===== src/hw/mul_arith_pkg.sv =====
package mul_arith_pkg;

	localparam int WORD_W = 64;   // operand and product width.
	localparam int ROWS = 16;     // multiplier bits per pass, one per row.
	localparam int PASSES = 4;

	// carry-save state handed from one row to the next.
	// sum and carry are aligned to the row they leave, so the next row
	// shifts sum down one place and takes carry as it is.
	typedef struct packed {
		logic [WORD_W-2:0] sum;
		logic [WORD_W-2:0] carry;
		logic              msb;   // inverted top partial product bit.
	} row_bus_t;

endpackage


===== src/hw/mul_ctrl_pkg.sv =====
package mul_ctrl_pkg;

	// one state per pass, plus the two resting states.
	typedef enum logic [2:0] {
		st_idle  = 3'd0,
		st_pass0 = 3'd1,
		st_pass1 = 3'd2,
		st_pass2 = 3'd3,
		st_pass3 = 3'd4,
		st_done  = 3'd5
	} mul_state_e;

	// which pass is on the rows this cycle.
	typedef struct packed {
		logic       active;
		logic       first;
		logic       last;
		logic [1:0] index;   // selects the multiplier and product slice.
	} pass_ctrl_t;

endpackage


===== src/hw/csa_row.sv =====
`timescale 1ns/1ps

module csa_row (
	input  mul_arith_pkg::row_bus_t          row_in,
	input  logic [mul_arith_pkg::WORD_W-1:0] mcand,
	input  logic                             mbit,
	input  logic                             correct,
	output mul_arith_pkg::row_bus_t          row_out
);

	logic [mul_arith_pkg::WORD_W-1:0] pp;
	logic [mul_arith_pkg::WORD_W-2:0] in_sum;
	logic [mul_arith_pkg::WORD_W-2:0] in_pp;
	logic [mul_arith_pkg::WORD_W-2:0] in_carry;
	logic [mul_arith_pkg::WORD_W-2:0] fa_sum;
	logic [mul_arith_pkg::WORD_W-2:0] fa_carry;

	assign pp = mcand & {mul_arith_pkg::WORD_W{mbit}};   // partial product.

	// previous sum moves down one place, its inverted msb fills the top.
	assign in_sum = {row_in.msb, row_in.sum[mul_arith_pkg::WORD_W-2:1]};
	assign in_carry = row_in.carry;

	// On the last row of the last pass bit 0 sits at weight 2^63.
	// Flipping it cancels the 2^63 left by row 0's inverted msb,
	// so the low word stays exact for signed operands too.
	assign in_pp = pp[mul_arith_pkg::WORD_W-2:0] ^
		{{(mul_arith_pkg::WORD_W - 2){1'b0}}, correct};

	for (genvar i = 0; i < mul_arith_pkg::WORD_W - 1; i++) begin : g_fa
		assign fa_sum[i] = in_sum[i] ^ in_pp[i] ^ in_carry[i];
		assign fa_carry[i] = (in_sum[i] & in_pp[i]) |
			(in_carry[i] & (in_sum[i] ^ in_pp[i]));
	end

	assign row_out.sum = fa_sum;
	assign row_out.carry = fa_carry;   // weight one above its column.
	assign row_out.msb = ~pp[mul_arith_pkg::WORD_W-1];

endmodule


===== src/hw/mul_sequencer.sv =====
`timescale 1ns/1ps

module mul_sequencer (
	input  logic                             clk,
	input  logic                             arst_n,
	input  logic                             valid_in,
	input  logic [mul_arith_pkg::WORD_W-1:0] a,
	input  logic [mul_arith_pkg::WORD_W-1:0] b,
	output mul_ctrl_pkg::pass_ctrl_t         ctrl,
	output logic [mul_arith_pkg::WORD_W-1:0] mcand,
	output logic [mul_arith_pkg::ROWS-1:0]   mplier_bits,
	output logic [mul_arith_pkg::ROWS-1:0]   correct
);

	mul_ctrl_pkg::mul_state_e state;
	mul_ctrl_pkg::mul_state_e state_nxt;
	logic [mul_arith_pkg::WORD_W-1:0] a_q;
	logic [mul_arith_pkg::WORD_W-1:0] b_q;
	logic accept;

	// a new pair is taken only between operations.
	assign accept = valid_in &&
		(state == mul_ctrl_pkg::st_idle || state == mul_ctrl_pkg::st_done);

	always_comb begin
		state_nxt = state;
		case (state)
			mul_ctrl_pkg::st_idle,
			mul_ctrl_pkg::st_done: begin
				if (valid_in)
					state_nxt = mul_ctrl_pkg::st_pass0;
			end
			mul_ctrl_pkg::st_pass0:
				state_nxt = mul_ctrl_pkg::st_pass1;
			mul_ctrl_pkg::st_pass1:
				state_nxt = mul_ctrl_pkg::st_pass2;
			mul_ctrl_pkg::st_pass2:
				state_nxt = mul_ctrl_pkg::st_pass3;
			mul_ctrl_pkg::st_pass3:
				state_nxt = mul_ctrl_pkg::st_done;
			default:
				state_nxt = mul_ctrl_pkg::st_idle;
		endcase
	end

	always_ff @(posedge clk or negedge arst_n) begin
		if (!arst_n)
			state <= mul_ctrl_pkg::st_idle;
		else
			state <= state_nxt;
	end

	always_ff @(posedge clk) begin
		if (accept) begin
			a_q <= a;
			b_q <= b;
		end
	end

	always_comb begin
		ctrl = '0;
		ctrl.active = 1'b1;
		case (state)
			mul_ctrl_pkg::st_pass0:
				ctrl.index = 2'd0;
			mul_ctrl_pkg::st_pass1:
				ctrl.index = 2'd1;
			mul_ctrl_pkg::st_pass2:
				ctrl.index = 2'd2;
			mul_ctrl_pkg::st_pass3:
				ctrl.index = 2'd3;
			default:
				ctrl.active = 1'b0;
		endcase
		ctrl.first = ctrl.active && (ctrl.index == 2'd0);
		ctrl.last = ctrl.active && (ctrl.index == 2'(mul_arith_pkg::PASSES - 1));
	end

	assign mcand = b_q;

	// pass p works on multiplier bits 16p up to 16p+15.
	assign mplier_bits = a_q[ctrl.index * mul_arith_pkg::ROWS +: mul_arith_pkg::ROWS];

	// only row 15 of the last pass gets the correction.
	assign correct = {ctrl.last, {(mul_arith_pkg::ROWS - 1){1'b0}}};

	a_state_legal: assert property (@(posedge clk) disable iff (!arst_n)
		state inside {mul_ctrl_pkg::st_idle, mul_ctrl_pkg::st_pass0,
			mul_ctrl_pkg::st_pass1, mul_ctrl_pkg::st_pass2,
			mul_ctrl_pkg::st_pass3, mul_ctrl_pkg::st_done})
		else $error("sequencer state %0d is not a legal encoding", state);

	// each pass lasts one cycle, pass3 steps into done.
	a_pass_step: assert property (@(posedge clk) disable iff (!arst_n)
		ctrl.active |=> (state == $past(state) + 3'd1))
		else $error("sequencer skipped or stalled a pass");

endmodule


===== src/hw/product_collector.sv =====
`timescale 1ns/1ps

module product_collector (
	input  logic                             clk,
	input  logic                             arst_n,
	input  mul_ctrl_pkg::pass_ctrl_t         ctrl,
	input  mul_arith_pkg::row_bus_t          last_row,
	input  logic [mul_arith_pkg::ROWS-1:0]   low_bits,
	output mul_arith_pkg::row_bus_t          fb_bus,
	output logic [mul_arith_pkg::WORD_W-1:0] product,
	output logic                             valid_out
);

	mul_arith_pkg::row_bus_t last_q;
	logic done_q;

	// row 15 state carried into the next pass.
	always_ff @(posedge clk) begin
		if (ctrl.active)
			last_q <= last_row;
	end

	always_comb begin
		fb_bus = last_q;
		if (ctrl.first)
			fb_bus = '0;   // empty accumulator.
	end

	// slice p holds product bits 16p up to 16p+15.
	always_ff @(posedge clk or negedge arst_n) begin
		if (!arst_n)
			product <= '0;
		else if (ctrl.active)
			product[ctrl.index * mul_arith_pkg::ROWS +: mul_arith_pkg::ROWS] <= low_bits;
	end

	always_ff @(posedge clk or negedge arst_n) begin
		if (!arst_n) begin
			done_q <= 1'b0;
		end else if (ctrl.last) begin
			done_q <= 1'b1;
		end else if (ctrl.first) begin
			done_q <= 1'b0;
		end
	end

	// a fresh accept retires the old result at once.
	assign valid_out = done_q && !ctrl.first;

	a_no_valid_in_pass: assert property (@(posedge clk) disable iff (!arst_n)
		!(valid_out && ctrl.active))
		else $error("valid_out high during pass %0d", ctrl.index);

endmodule


===== src/hw/signed_multiplier.sv =====
`timescale 1ns/1ps

module signed_multiplier (
	input  logic                             clk,
	input  logic                             arst_n,
	input  logic                             valid_in,
	input  logic [mul_arith_pkg::WORD_W-1:0] a,
	input  logic [mul_arith_pkg::WORD_W-1:0] b,
	output logic [mul_arith_pkg::WORD_W-1:0] product,
	output logic                             valid_out
);

	mul_ctrl_pkg::pass_ctrl_t ctrl;
	logic [mul_arith_pkg::WORD_W-1:0] mcand;
	logic [mul_arith_pkg::ROWS-1:0] mplier_bits;
	logic [mul_arith_pkg::ROWS-1:0] correct;
	logic [mul_arith_pkg::ROWS-1:0] low_bits;
	mul_arith_pkg::row_bus_t row_bus [mul_arith_pkg::ROWS + 1];   // [0] is feedback.

	mul_sequencer u_seq (
		.clk         (clk),
		.arst_n      (arst_n),
		.valid_in    (valid_in),
		.a           (a),
		.b           (b),
		.ctrl        (ctrl),
		.mcand       (mcand),
		.mplier_bits (mplier_bits),
		.correct     (correct)
	);

	for (genvar i = 0; i < mul_arith_pkg::ROWS; i++) begin : g_row
		csa_row u_row (
			.row_in  (row_bus[i]),
			.mcand   (mcand),
			.mbit    (mplier_bits[i]),
			.correct (correct[i]),
			.row_out (row_bus[i+1])
		);

		assign low_bits[i] = row_bus[i+1].sum[0];   // settled product bit.
	end

	product_collector u_coll (
		.clk       (clk),
		.arst_n    (arst_n),
		.ctrl      (ctrl),
		.last_row  (row_bus[mul_arith_pkg::ROWS]),
		.low_bits  (low_bits),
		.fb_bus    (row_bus[0]),
		.product   (product),
		.valid_out (valid_out)
	);

endmodule


===== config.mk =====
export PLATFORM = sky130hd
export DESIGN_NAME = signed_multiplier
export DESIGN_NICKNAME = d
export VERILOG_FILES = /design/src/hw/mul_arith_pkg.sv /design/src/hw/mul_ctrl_pkg.sv /design/src/hw/csa_row.sv /design/src/hw/mul_sequencer.sv /design/src/hw/product_collector.sv /design/src/hw/signed_multiplier.sv
export SDC_FILE = /design/constraint.sdc
export NUM_CORES = 2
export LEC_CHECK = 0
export ABC_AREA = 1
export ABC_CLOCK_PERIOD_IN_PS = 9800
export BUFFER_PORTS_ARGS = -buffer_cell sky130_fd_sc_hd__buf_2
export CELL_PAD_IN_SITES_DETAIL_PLACEMENT = 0
export CELL_PAD_IN_SITES_GLOBAL_PLACEMENT = 1
export CORE_MARGIN = 2
export CORE_UTILIZATION = 44
export DETAILED_ROUTE_END_ITERATION = 7
export GPL_TIMING_DRIVEN = 1
export PLACE_DENSITY_LB_ADDON = 0.15
export SETUP_SLACK_MARGIN = 0.4
export SYNTH_ARGS = -nofsm -noshare
export SYNTH_HDL_FRONTEND = slang
export SYNTH_SLANG_ARGS = --single-unit

===== constraint.sdc =====
create_clock -name clk -period 9.8 [get_ports clk]
set_clock_uncertainty 0.2 [all_clocks]
set_input_delay 1.96 -clock clk [delete_from_list [all_inputs] [get_ports clk]]
set_output_delay 1.96 -clock clk [all_outputs]
set_load 0.05 [all_outputs]

==> run metrics <==
number of synthesized flops with an enable pin 254; I/O pin cnt 196; MaxCap Viol Count 0; Worst Path Max Fanout 7; DR DRC count 0; Synthesized Nets 4,647; area grow syn2layout 13.4%; GRT Total Usage 0.251; vias per cell 5.14; Die X 300 um; DIE AREA 0.0899 mm^2; crit start category flop; CTS Buf Count 44; top routing layer used met4; most common cell in the netlist fa_1; Starting Density 0.444; vias 25,251; Fillers 8,020; most frequent cells after synthesis fa_1 (1,008), nor2_1 (826), inv_1 (521), nand2_1 (362), edfxtp_1 (254); CTS clock-pin slew for the worst setup and hold paths 0.06 ns; final instance area 0.0436 mm^2; top_reg_cell synth edfxtp_1; first-pass GRT wire length 170,000 um; synth warn 0; Synth cell types 27; Final Setup Violations 82; Slew Viols, Final 0; input/output buffers 195; clock root buffer clkbuf_16; Worst Path Required 9.98 ns; vias in the first global route 29,018; Sequential Area 0.00933 mm^2; post-route setup slack -0.337 ns; hold_ws 0.277 ns; Hold Violations, Final 0; setup TNS -12.46 ns; clk sinks 322; Worst Setup Path Type reg2reg; ys async rst share 0.211; f_max 0.0987 GHz; grt ovf 0; syn avg cell area 11.0 um^2; Synth top area share 0.524; initial antenna violation count 1; worst min path class reg2reg; wl on met1 46,200 um; fraction of layout cells with a size suffix above 1 0.187; multi-input combinational cell area 0.0268 mm^2; DP Wirelength 81,300 um; initial DRC count 1,725; core area 0.0868 mm^2; Seq/Total Area, Yosys 0.242; area leader, netlist fa_1; crit path DAT 10.31 ns; WL final 107,000 um; Clock Tree Buf Depth 3; largest net degree at the start of global routing 69; Clock H-tree levels 2; CTS tree yes; Slew HR 0.239; Post-DRT Antenna Nets 0; DP Area 0.0414 mm^2; FF+latch count, synth 322; num rows 108; Chip Height 300 um; CP endpoint kind flop; RSZ-0062 raised after global routing true; worst skew pair latency 0.63 ns; DR pass1 iterations 7; GPL Wtd Cong 0.898; hold_buf cts 0; mapped cell area 0.0385 mm^2; Detail Route met3 WL 7430 um; dominant cells by area after synthesis fa_1 (52%), edfxtp_1 (20%), nor2_1 (8.1%); status finished with violations; fin crit period 10.14 ns; routed wl met2 50,800 um; Avg WL per Cell 21.8 um; Synth Instances 3,506; final-stage net count 4,869; failing checks setup timing; Least-Margin Pin Slew 1.14 ns; period utilization 1.03; ANT cells 0
[final timing paths]
kind / startpoint / to / slack, ns / cells after the start
max in group asynchronous: arst_n / u_coll.product[43] / 7.49 / 2
min in group asynchronous: arst_n / u_coll.product[19] / 1.31 / 2
setup / recovery: u_seq.state[2] / u_coll.last_q[70] / -0.34 / 26
setup reg to reg: u_seq.state[2] / u_coll.last_q[70] / -0.34 / 26
hold reg to reg: u_coll.product[40] / u_coll.product[40] / 0.28 / 2
hold / removal: u_coll.product[40] / u_coll.product[40] / 0.28 / 2
[cell families (layout without fill, tap and decap cells)]
| family | count (synthesis) | count (layout) | synth area share |
|---|---|---|---|
| AO/OA/AOI/OAI | 55 | 55 | 0.0107 |
| adder cells (fa/ha/maj) | 1010 | 1010 | 0.525 |
| buffers and inverters | 727 | 982 | 0.0772 |
| AND/OR/NAND/NOR | 1392 | 1392 | 0.145 |
| flip-flops | 322 | 322 | 0.242 |
[through the flow]
stage / util / std cells / setup slack, ns
final: 0.503 / 4916 / -0.337
after global routing: 0.503 / 4916 / -0.558
after CTS: 0.499 / 4900 / -0.314
after detailed placement: 0.477 / 4813 / -0.385
after global placement: 0.477 / 4813 / -0.435
after floorplan: - / 3506 / 0.164
[placed cells by master, fill, tap and decap left out, types with 3 or more instances in the layout]
master     count
buf_6          6
nand2_4        5
clkinv_2       6
nand3_2        8
buf_4        155
nand2_2       16
buf_12        12
clkbuf_1       5
inv_1        514
nor2_1       785
clkinv_4       3
o21ai_0       23
inv_4          3
clkbuf_16     47
fa_2         162
buf_2        195
nor2_4         7
clkinv_1      11
nand2_1      353
a21oi_2        6
o31ai_1       16
a21oi_4        9
inv_2          9
nand3_1      177
dfrtp_1       68
fa_1         846
nand3_4        3
nor2_2        34
clkbuf_8       4
edfxtp_1     254
[cell type report]
cell class | count | area share
timing repair buffer | 374 | 0.0598
tap | 1155 | 0.0331
clock inverter | 26 | 0.00596
multi-input combinational | 2457 | 0.615
inverter | 529 | 0.0456
clock buffer | 53 | 0.0269
sequential | 322 | 0.214
[worst max-delay path: stages (launching register included)]
cell	delay, ns
dfrtp_1	0.44
nor2_2	0.17
nand2_2	0.11
nand2_4	0.13
nor2_8	0.04
a21oi_4	0.19
nand2_4	0.10
bufbuf_16	0.29
nor2_4	0.09
fa_2	0.46
fa_2	0.56
fa_1	0.43
fa_1	0.53
fa_2	0.47
fa_2	0.55
fa_2	0.46
fa_2	0.57
fa_2	0.45
fa_2	0.54
fa_2	0.45
fa_2	0.54
fa_1	0.44
fa_1	0.54
inv_1	0.05
fa_1	0.47
fa_2	0.57
inv_1	0.03
[state kept, by name, summed over array words and instances, names as in the netlist]
name and cells:
u_coll.last_q 126, u_seq.mcand 64, u_coll.done_q 1, u_seq.a_q 64, u_seq.state 3, u_coll.product 64
[routing by layer]
layer / vias to the layer above / GRT usage
met4: 0 / 0.0618
met5: - / 0
met3: 146 / 0.0507
met1: 13560 / 0.352
met2: 732 / 0.406
li1: 10813 / -
[repair_timing]
action / CTS / global route
pin swaps: 17 / 11
endpoints found under the setup margin: 133 / 133
setup buffers: 6 / 13
cloned: 2 / 3
gates resized for setup: 122 / 75
Power is not shown: default switching activity piles up to over one toggle a cycle in this logic, so the estimate is an artifact.
